===== src/design/mips_pkg.sv =====
package mips_pkg;

    typedef logic [31:0] addr_t;
    typedef logic [31:0] data_t;
    typedef logic [4:0]  reg_addr_t;
    typedef logic [3:0]  alu_op_t;

    // ALU_NOP must stay zero so that an all-zero bundle is a bubble.
    localparam alu_op_t ALU_NOP = 4'd0;
    localparam alu_op_t ALU_ADD = 4'd1;
    localparam alu_op_t ALU_SUB = 4'd2;
    localparam alu_op_t ALU_AND = 4'd3;
    localparam alu_op_t ALU_OR  = 4'd4;
    localparam alu_op_t ALU_XOR = 4'd5;
    localparam alu_op_t ALU_SLT = 4'd6;
    localparam alu_op_t ALU_SLL = 4'd7;
    localparam alu_op_t ALU_SRL = 4'd8;
    localparam alu_op_t ALU_LUI = 4'd9;
    localparam alu_op_t ALU_BEQ = 4'd10;
    localparam alu_op_t ALU_BNE = 4'd11;

    localparam logic [5:0] OP_SPECIAL = 6'h00;
    localparam logic [5:0] OP_BEQ     = 6'h04;
    localparam logic [5:0] OP_BNE     = 6'h05;
    localparam logic [5:0] OP_ADDIU   = 6'h09;
    localparam logic [5:0] OP_ANDI    = 6'h0c;
    localparam logic [5:0] OP_ORI     = 6'h0d;
    localparam logic [5:0] OP_LUI     = 6'h0f;

    localparam logic [5:0] FN_SLL  = 6'h00;
    localparam logic [5:0] FN_SRL  = 6'h02;
    localparam logic [5:0] FN_ADDU = 6'h21;
    localparam logic [5:0] FN_SUBU = 6'h23;
    localparam logic [5:0] FN_AND  = 6'h24;
    localparam logic [5:0] FN_OR   = 6'h25;
    localparam logic [5:0] FN_XOR  = 6'h26;
    localparam logic [5:0] FN_SLT  = 6'h2a;

    localparam data_t     ZERO_WORD = 32'h0000_0000;
    localparam reg_addr_t ZERO_REG  = 5'd0;

    typedef struct packed {
        addr_t     pc;
        alu_op_t   aluop;
        data_t     opr1;
        data_t     opr2;
        data_t     offset;     // the branch offset is sign-extended and already times four.
        reg_addr_t wraddr;
        logic      wreg;
    } id_ex_t;

    localparam id_ex_t ID_EX_BUBBLE = '{
        pc:     ZERO_WORD,
        aluop:  ALU_NOP,
        opr1:   ZERO_WORD,
        opr2:   ZERO_WORD,
        offset: ZERO_WORD,
        wraddr: ZERO_REG,
        wreg:   1'b0
    };

endpackage


===== src/design/reg_file.sv =====
`timescale 1ns/1ps

module reg_file (
    input  logic              clk,
    input  logic              rst,
    input  logic              we,
    input  mips_pkg::reg_addr_t waddr,
    input  mips_pkg::data_t     wdata,
    input  mips_pkg::reg_addr_t raddr1,
    input  mips_pkg::reg_addr_t raddr2,
    output mips_pkg::data_t     rdata1,
    output mips_pkg::data_t     rdata2
);
    import mips_pkg::*;

    // register zero has no storage at all.
    data_t regs [1:31];

    always_ff @(posedge clk or posedge rst) begin
        if (rst) begin
            for (int i = 1; i < 32; i++) begin
                regs[i] <= ZERO_WORD;
            end
        end
        else if (we && (waddr != ZERO_REG)) begin
            regs[waddr] <= wdata;
        end
    end

    // reads see the old value during a write cycle.
    always_comb begin
        if (raddr1 == ZERO_REG) begin
            rdata1 = ZERO_WORD;
        end
        else begin
            rdata1 = regs[raddr1];
        end
        if (raddr2 == ZERO_REG) begin
            rdata2 = ZERO_WORD;
        end
        else begin
            rdata2 = regs[raddr2];
        end
    end

endmodule


===== src/design/id_decode.sv =====
`timescale 1ns/1ps

module id_decode (
    input  mips_pkg::addr_t     pc,
    input  mips_pkg::data_t     instr,
    input  logic                instr_valid,
    input  mips_pkg::data_t     rdata1,
    input  mips_pkg::data_t     rdata2,
    input  logic                ex_wreg,
    input  mips_pkg::reg_addr_t ex_wraddr,
    input  mips_pkg::data_t     ex_result,
    output mips_pkg::reg_addr_t raddr1,
    output mips_pkg::reg_addr_t raddr2,
    output mips_pkg::id_ex_t    id_bundle
);
    import mips_pkg::*;

    logic [5:0]  opcode;
    logic [5:0]  funct;
    reg_addr_t   rs;
    reg_addr_t   rt;
    reg_addr_t   rd;
    logic [4:0]  shamt;
    logic [15:0] imm;
    data_t       imm_sext;
    data_t       imm_zext;
    data_t       rs_val;
    data_t       rt_val;
    logic        fwd_rs;
    logic        fwd_rt;
    logic        known;
    id_ex_t      dec;

    assign opcode = instr[31:26];
    assign rs     = instr[25:21];
    assign rt     = instr[20:16];
    assign rd     = instr[15:11];
    assign shamt  = instr[10:6];
    assign funct  = instr[5:0];
    assign imm    = instr[15:0];

    assign imm_sext = {{16{imm[15]}}, imm};
    assign imm_zext = {16'h0000, imm};

    assign raddr1 = rs;
    assign raddr2 = rt;

    // the register file is written only at the end of execute, so the
    // instruction now in execute has to be bypassed here.
    assign fwd_rs = ex_wreg && (ex_wraddr == rs) && (rs != ZERO_REG);
    assign fwd_rt = ex_wreg && (ex_wraddr == rt) && (rt != ZERO_REG);
    assign rs_val = fwd_rs ? ex_result : rdata1;
    assign rt_val = fwd_rt ? ex_result : rdata2;

    always_comb begin
        known       = 1'b1;
        dec.pc      = pc;
        dec.aluop   = ALU_NOP;
        dec.opr1    = rs_val;
        dec.opr2    = rt_val;
        dec.offset  = {imm_sext[29:0], 2'b00};
        dec.wraddr  = rt;
        dec.wreg    = 1'b1;
        case (opcode)
            OP_SPECIAL: begin
                dec.wraddr = rd;
                case (funct)
                    FN_ADDU: dec.aluop = ALU_ADD;
                    FN_SUBU: dec.aluop = ALU_SUB;
                    FN_AND:  dec.aluop = ALU_AND;
                    FN_OR:   dec.aluop = ALU_OR;
                    FN_XOR:  dec.aluop = ALU_XOR;
                    FN_SLT:  dec.aluop = ALU_SLT;
                    FN_SLL, FN_SRL: begin
                        // shifts take rt as the value and shamt as the amount.
                        dec.aluop = (funct == FN_SLL) ? ALU_SLL : ALU_SRL;
                        dec.opr1  = rt_val;
                        dec.opr2  = {27'd0, shamt};
                    end
                    default: known = 1'b0;
                endcase
            end
            OP_ADDIU: begin
                dec.aluop = ALU_ADD;
                dec.opr2  = imm_sext;
            end
            OP_ANDI: begin
                dec.aluop = ALU_AND;
                dec.opr2  = imm_zext;
            end
            OP_ORI: begin
                dec.aluop = ALU_OR;
                dec.opr2  = imm_zext;
            end
            OP_LUI: begin
                dec.aluop = ALU_LUI; // the ALU moves the immediate up.
                dec.opr2  = imm_zext;
            end
            OP_BEQ, OP_BNE: begin
                dec.aluop  = (opcode == OP_BEQ) ? ALU_BEQ : ALU_BNE;
                dec.wraddr = ZERO_REG;
                dec.wreg   = 1'b0;
            end
            default: known = 1'b0;
        endcase
    end

    assign id_bundle = (instr_valid && known) ? dec : ID_EX_BUBBLE;

endmodule


===== src/design/id_ex_reg.sv =====
`timescale 1ns/1ps

module id_ex_reg (
    input  logic             clk,
    input  logic             rst,
    input  logic             stall,
    input  logic             flush,
    input  mips_pkg::id_ex_t id_bundle,
    output mips_pkg::id_ex_t ex_bundle
);
    import mips_pkg::*;

    // flush beats stall, so a taken branch always squashes the next slot.
    always_ff @(posedge clk or posedge rst) begin
        if (rst) begin
            ex_bundle <= ID_EX_BUBBLE;
        end
        else begin
            case ({flush, stall})
                2'b10, 2'b11: begin
                    ex_bundle <= ID_EX_BUBBLE;
                end
                2'b00: begin
                    ex_bundle <= id_bundle;
                end
                default: begin
                    ex_bundle <= ex_bundle; // the stalled instruction stays.
                end
            endcase
        end
    end

endmodule


===== src/design/ex_alu.sv =====
`timescale 1ns/1ps

module ex_alu (
    input  mips_pkg::id_ex_t ex_bundle,
    output mips_pkg::data_t  result,
    output logic             take_branch,
    output mips_pkg::addr_t  target
);
    import mips_pkg::*;

    data_t      opr1;
    data_t      opr2;
    logic [4:0] sa;
    logic       slt_lt;
    logic       equal;

    assign opr1 = ex_bundle.opr1;
    assign opr2 = ex_bundle.opr2;
    assign sa   = opr2[4:0];

    assign slt_lt = $signed(opr1) < $signed(opr2);
    assign equal  = (opr1 == opr2);

    always_comb begin
        case (ex_bundle.aluop)
            ALU_ADD: begin
                result = opr1 + opr2; // the sum wraps without an overflow trap.
            end
            ALU_SUB: begin
                result = opr1 - opr2;
            end
            ALU_AND: begin
                result = opr1 & opr2;
            end
            ALU_OR: begin
                result = opr1 | opr2;
            end
            ALU_XOR: begin
                result = opr1 ^ opr2;
            end
            ALU_SLT: begin
                result = {31'd0, slt_lt};
            end
            ALU_SLL: begin
                result = opr1 << sa;
            end
            ALU_SRL: begin
                result = opr1 >> sa;
            end
            ALU_LUI: begin
                result = opr2 << 16;
            end
            default: begin
                // branches and bubbles write nothing.
                result = ZERO_WORD;
            end
        endcase
    end

    always_comb begin
        case (ex_bundle.aluop)
            ALU_BEQ: take_branch = equal;
            ALU_BNE: take_branch = !equal;
            default: take_branch = 1'b0;
        endcase
    end

    // no delay slot, so the target is relative to the branch itself plus four.
    assign target = ex_bundle.pc + 32'd4 + ex_bundle.offset;

endmodule


===== src/design/mips_exec_core.sv =====
`timescale 1ns/1ps

module mips_exec_core (
    input  logic                clk,
    input  logic                rst,
    input  logic                stall,
    input  logic                instr_valid,
    input  mips_pkg::addr_t     pc,
    input  mips_pkg::data_t     instr,
    output logic                wb_valid,
    output mips_pkg::reg_addr_t wb_addr,
    output mips_pkg::data_t     wb_data,
    output logic                redirect,
    output mips_pkg::addr_t     redirect_pc
);
    import mips_pkg::*;

    reg_addr_t raddr1;
    reg_addr_t raddr2;
    data_t     rdata1;
    data_t     rdata2;
    id_ex_t    id_bundle;
    id_ex_t    ex_bundle;
    data_t     result;
    logic      take_branch;
    addr_t     target;
    logic      flush;

    reg_file i_reg_file (
        .clk    (clk),
        .rst    (rst),
        .we     (wb_valid),
        .waddr  (wb_addr),
        .wdata  (wb_data),
        .raddr1 (raddr1),
        .raddr2 (raddr2),
        .rdata1 (rdata1),
        .rdata2 (rdata2)
    );

    id_decode i_id_decode (
        .pc          (pc),
        .instr       (instr),
        .instr_valid (instr_valid),
        .rdata1      (rdata1),
        .rdata2      (rdata2),
        .ex_wreg     (ex_bundle.wreg),
        .ex_wraddr   (ex_bundle.wraddr),
        .ex_result   (result),
        .raddr1      (raddr1),
        .raddr2      (raddr2),
        .id_bundle   (id_bundle)
    );

    id_ex_reg i_id_ex_reg (
        .clk       (clk),
        .rst       (rst),
        .stall     (stall),
        .flush     (flush),
        .id_bundle (id_bundle),
        .ex_bundle (ex_bundle)
    );

    ex_alu i_ex_alu (
        .ex_bundle   (ex_bundle),
        .result      (result),
        .take_branch (take_branch),
        .target      (target)
    );

    // a stalled execute slot stays put, so its write and redirect wait too.
    assign wb_valid = ex_bundle.wreg && !stall;
    assign wb_addr  = ex_bundle.wraddr;
    assign wb_data  = result;

    assign redirect    = take_branch && !stall;
    assign redirect_pc = target;

    // the word in decode during a redirect is on the wrong path.
    assign flush = redirect;

endmodule


===== config.mk =====
export PLATFORM = sky130hd
export DESIGN_NAME = mips_exec_core
export DESIGN_NICKNAME = d
export VERILOG_FILES = /design/src/design/mips_pkg.sv /design/src/design/reg_file.sv /design/src/design/id_decode.sv /design/src/design/id_ex_reg.sv /design/src/design/ex_alu.sv /design/src/design/mips_exec_core.sv
export SDC_FILE = /design/constraint.sdc
export NUM_CORES = 2
export LEC_CHECK = 0
export ABC_AREA = 1
export ABC_CLOCK_PERIOD_IN_PS = 46700
export BUFFER_PORTS_ARGS = -buffer_cell sky130_fd_sc_hd__buf_4
export CORE_MARGIN = 3
export CORE_UTILIZATION = 30
export CTS_CLUSTER_SIZE = 40
export DETAILED_ROUTE_END_ITERATION = 10
export HOLD_SLACK_MARGIN = 0.02
export SLEW_MARGIN = 20
export SYNTH_ARGS = -nofsm -noshare
export SYNTH_HDL_FRONTEND = slang
export SYNTH_SLANG_ARGS = --single-unit
export TNS_END_PERCENT = 100

===== constraint.sdc =====
create_clock -name clk -period 46.7 [get_ports clk]
set_clock_uncertainty 0.2 [all_clocks]
set_input_delay 9.34 -clock clk [delete_from_list [all_inputs] [get_ports clk]]
set_output_delay 9.34 -clock clk [all_outputs]
set_load 0.005 [all_outputs]

# Yosys cells after proc, flatten, opt, wreduce, memory -nomap -nowiden
# Index checks and enable logic that the tools add are counted.
[op_classes]
muxes = 28
eq_ne = 29
shifts = 2
n_lt_le_gt_ge = 5
n_bitwise = 6
n_reduce_logical = 26
addsub = 4
[op_table]
columns = ["operator", "n"]
rows = [
  ["bitwise mux 992 bit", 1],
  ["binary-select mux 32 bit (select 5 bit)", 2],
  ["two-way mux 32 bit", 10],
  ["one-hot mux 32 bit (9 select lines)", 1],
  ["one-hot mux 138 bit (2 select lines)", 1],
  ["demux 32 bit (select 5 bit)", 1],
  ["two-way mux 138 bit", 1],
  ["one-hot mux 32 bit (3 select lines)", 1],
  ["adder 32 bit", 2],
  ["two-way mux 64 bit", 1],
  ["equality test 6 bit (second input constant)", 6],
  ["adder 32 x 3 -> 32 bit (second input constant)", 1],
  ["AND 32 bit", 1],
  ["equality test 32 bit", 1],
  ["< comparator 32 bit", 1],
  ["bitwise OR 32 bit", 1],
  ["left shift 32 x 5 -> 32 bit", 1],
  ["right shift 32 x 5 -> 32 bit", 1],
  ["subtractor 32 bit", 1],
  ["XOR 32 bit", 1],
  ["one-hot mux 4 bit (7 select lines)", 1],
  ["equality test 6 x 4 -> 1 bit (second input constant)", 4],
  ["one-hot mux 4 bit (6 select lines)", 1],
  ["greater-or-equal comparator 6 bit (second input constant)", 3],
  ["other kinds (25)", 55],
]
[word_totals]
ff_bits = 1130
in_bits = 68

# Logic depth before layout (Yosys ltp)
[depth]
depth_word = 10
ltp_mapped = 22
mapped_depth_nobuf = 20

# Hierarchy
# A second synthesis with hierarchy kept.
[hier_totals]
hier_cells = 11951
area_unflattened_um2 = 77204.0
[by_module_without_submodules]
columns = ["mod", "area_per_inst_um2", "instances", "cells_each"]
rows = [
  ["reg_file", 55773.5, 1, 8158],
  ["ex_alu", 12136.6, 1, 2372],
  ["id_ex_reg", 5447.7, 1, 600],
  ["id_decode", 3831.2, 1, 817],
  ["mips_exec_core", 15.0, 1, 4],
]

# Worst setup path after synthesis
# Ideal clock, no wire load.
[synth_timing]
path_type = "in2out"
startpoint = "input stall"
endpoint = "output redirect"
n_path_buf = 2
path_slack_ns = 27.152
arrival_time_ns = 10.008
required_time_ns = 37.160
cell_stages = 3
path_cell_list = "buf_2 -> clkbuf_1 -> nor4_1"
[synth_between]
elab_chain_cells = 2
[synth_rtl]
columns = ["item", "line_no", "source"]
rows = [
  ["from (decl)", "mips_exec_core.sv:6", "input logic stall,"],
  ["logical NOT 1 bit", "mips_exec_core.sv:76", "assign redirect = take_branch && !stall;"],
  ["logical AND 1 bit", "mips_exec_core.sv:76", ""],
  ["to (decl)", "mips_exec_core.sv:13", "output logic redirect,"],
]
# Every way passes these cells.

# Worst setup path in the final report
# Ends and elaborated chain as after synthesis.

==> results_dict.tcl <==
set metrics [dict create \
    drc 0 \
    arrival_ps 10100 \
    path_clk_slew_ps 60 \
    finalPower_w 0.00237 \
    grt.busiest_layer "met2" \
    grt_overflow_total 0 \
    dp_hpwl_um 200000 \
    wl_per_cell_um 24.8 \
    ioPinCount 139 \
    grt_pass1_wl_um 469000 \
    timing.rr.start "i_id_ex_reg.ex_bundle[38]$_DFFE_PP0P_" \
    die_w_um 498 \
    drtAntennaViolNets 0 \
    die_h_um 498 \
    clock_path_buffers 3 \
    post_cts.repair.setup_buffers 0 \
    slew_violations 0 \
    r2r_cells 13 \
    worstSetupPathType "in2out" \
    syn_area_um2 72600 \
    n_fill_cell 25600 \
    holdPathStages 2 \
    synth_ff_type "dfrtp_1" \
    powerDensity_nw_per_um2 29.7 \
    rr_endpoint "i_id_ex_reg.ex_bundle[65]$_DFFE_PP0P_" \
    rsz0062_at_grt "false" \
    syn2layout_area_growth_pct 10.0 \
    worst_setup_path_end_kind "primary output" \
    syn_nets 10300 \
    worst_pin_slew_ps 1270 \
    yosys_warnings 0 \
    firstDrtPassIters 8 \
    layout_commonest_cell "nand2_1" \
    crit_fanout 34 \
    cts_tree "yes" \
    hold_end "i_id_ex_reg.ex_bundle[10]$_DFFE_PP0P_" \
    synth_area_per_cell_um2 7.20 \
    synth.distinct_cells 68 \
    synth_async_sr_flop_share 1.00 \
    vias 73600 \
    row_count 180 \
    numPortBuffers 138 \
    synthCells 10100 \
    fin_crit_sh 0.421 \
    final_nets 9941 \
    synth_top_cell_area_share 0.384 \
    grt_max_degree 184 \
    drive_above_1_share 0.0863 \
    hold_path.class "reg2reg" \
    place_area_um2 75500 \
    outcome "complete, no violations" \
    grt_pass1_vias 67400 \
    gr-usage-met1 0.342 \
    final_hold_viol_count 0 \
    place_congestion 1.00 \
    synth_area_leaders "dfrtp_1 (38%), nand2_1 (13%), o21ai_0 (8.9%), a21oi_1 (5.8%), nand3_1 (5.7%)" \
    grt_usage 0.251 \
    clk_latency_ps 820 \
    synth-seq-cells 1114 \
    cts_made_buffers 134 \
    antenna_found_initial 20 \
    fmax_ghz 0.0509 \
    final_area_um2 79900 \
    cts_resized 0 \
    setup_tns_ps 0 \
    first_iter_violations 10300 \
    leakagePower_nw 37.3 \
    start_kind "primary input" \
    setup_viol_count_final 0 \
    drv_cap 0 \
    final_cell_mix "nand2_1 (2421), o21ai_0 (1295), dfrtp_1 (1112)" \
    core_area_um2 241000 \
    met3_usage 0.0820 \
    slew_headroom 0.155 \
    yosysTopAreaCell "dfrtp_1" \
    hold_buffers 0 \
    drt_wl_total_um 323000 \
    reg2reg_slack_ps 41730 \
    post-route-min-period_ps 19640 \
    initial_core_util 0.302 \
    min_from "i_id_ex_reg.ex_bundle[10]$_DFFE_PP0P_" \
    avgViaCountPerCell 5.66 \
    dieArea_um2 248000 \
    h-tree-depth 4 \
    cts_sinks 1114 \
    grt_use_met2 0.359 \
    synth_edf_count 0 \
    peakVddDrop_mv 0.0310 \
    cp.required_ps 37160 \
    ys_seq_area_frac 0.384 \
    cts-root-buf "clkbuf_16" \
]
## sequential cells by signal (all words and copies together), names as in the netlist
signal	cells
i_id_ex_reg.ex_bundle	122
i_reg_file.regs	992
## Yosys cell counts, drive strengths merged (2+ instances only)
cell type / number
o21a: 4
a31oi: 37
a22oi: 17
a21oi: 842
buf: 414
a221oi: 9
a211oi: 20
o2111ai: 127
o211ai: 274
a22o: 38
xnor2: 13
xor2: 19
and3: 2
nand3: 894
and2: 22
dfrtp: 1114
a21o: 10
o221ai: 72
nor3: 48
clkinv: 5
o22ai: 41
o21bai: 11
inv: 1024
mux2: 114
nor4: 9
a32o: 3
ha: 154
nand4: 56
or2: 6
nor2: 427
nand3b: 4
clkbuf: 387
o21ai: 1394
nand2: 2462
fa: 3
mux2i: 2
## metrics by stage
step                      cells  hold WS, ps  worst slack, ps  utilization
final                     13000          292            27060        0.332
after global routing      13000          310            26920        0.332
after CTS                 13000          297            27050        0.332
after detailed placement  12800          280            27060        0.314
after global placement    12800          277            27050        0.314
after floorplan           10100          259             5790            -
## area by class of cell
class / instances / area (um2) / share of cell area
repair buffers: 297 / 2370 / 0.0296
clock inverters: 42 / 597 / 0.00747
multi-input cells: 7140 / 37300 / 0.467
diodes: 6 / 15.0 / 0.000188
well taps: 3185 / 3990 / 0.0499
flip-flops and latches: 1114 / 27900 / 0.349
clock buffers: 189 / 3820 / 0.0478
inverters: 1029 / 3920 / 0.0490
## routing by layer
metal | wire (um) | up-vias
li1 | - | 33100
met1 | 130000 | 34900
met2 | 132000 | 4638
met3 | 44400 | 903
met4 | 16500 | 24
met5 | 142 | -
## cell families (layout without fill, tap and decap cells)
family | after synthesis | count (layout) | synth area share
buf+inv | 1830 | 1557 | 0.105
flops | 1114 | 1114 | 0.384
other cells | 0 | 6 | 0
xor+xnor | 32 | 32 | 0.00386
mux | 116 | 116 | 0.0184
compound gates | 2904 | 2904 | 0.226
simple gates | 3931 | 3931 | 0.235
fa+ha+maj | 157 | 157 | 0.0274
## power breakdown
| group | switching, W | internal [W] |
|---|---|---|
| clock network | 0.000463 | 0.000610 |
| registers | 0.00000719 | 0.000974 |
| logic | 0.000236 | 0.0000807 |
| total | 0.000706 | 0.00166 |
## how the worst max path moves through the flow
stage	from	to	slack, ps	cells after the start
2_1_floorplan	rst	i_id_ex_reg.ex_bundle[0]$_DFFE_PP0P_	5790	1
3_3_place_gp	stall	redirect	27050	3
3_5_place_dp	stall	redirect	27060	3
4_1_cts	stall	redirect	27050	3
5_1_grt	stall	redirect	26920	3
6_report	stall	redirect	27060	3
## critical path: stages
cell and delay [ps]:
buf_4 230, nor4_1 320, buf_4 160
Note: power is estimated with default switching activity, not from simulation.
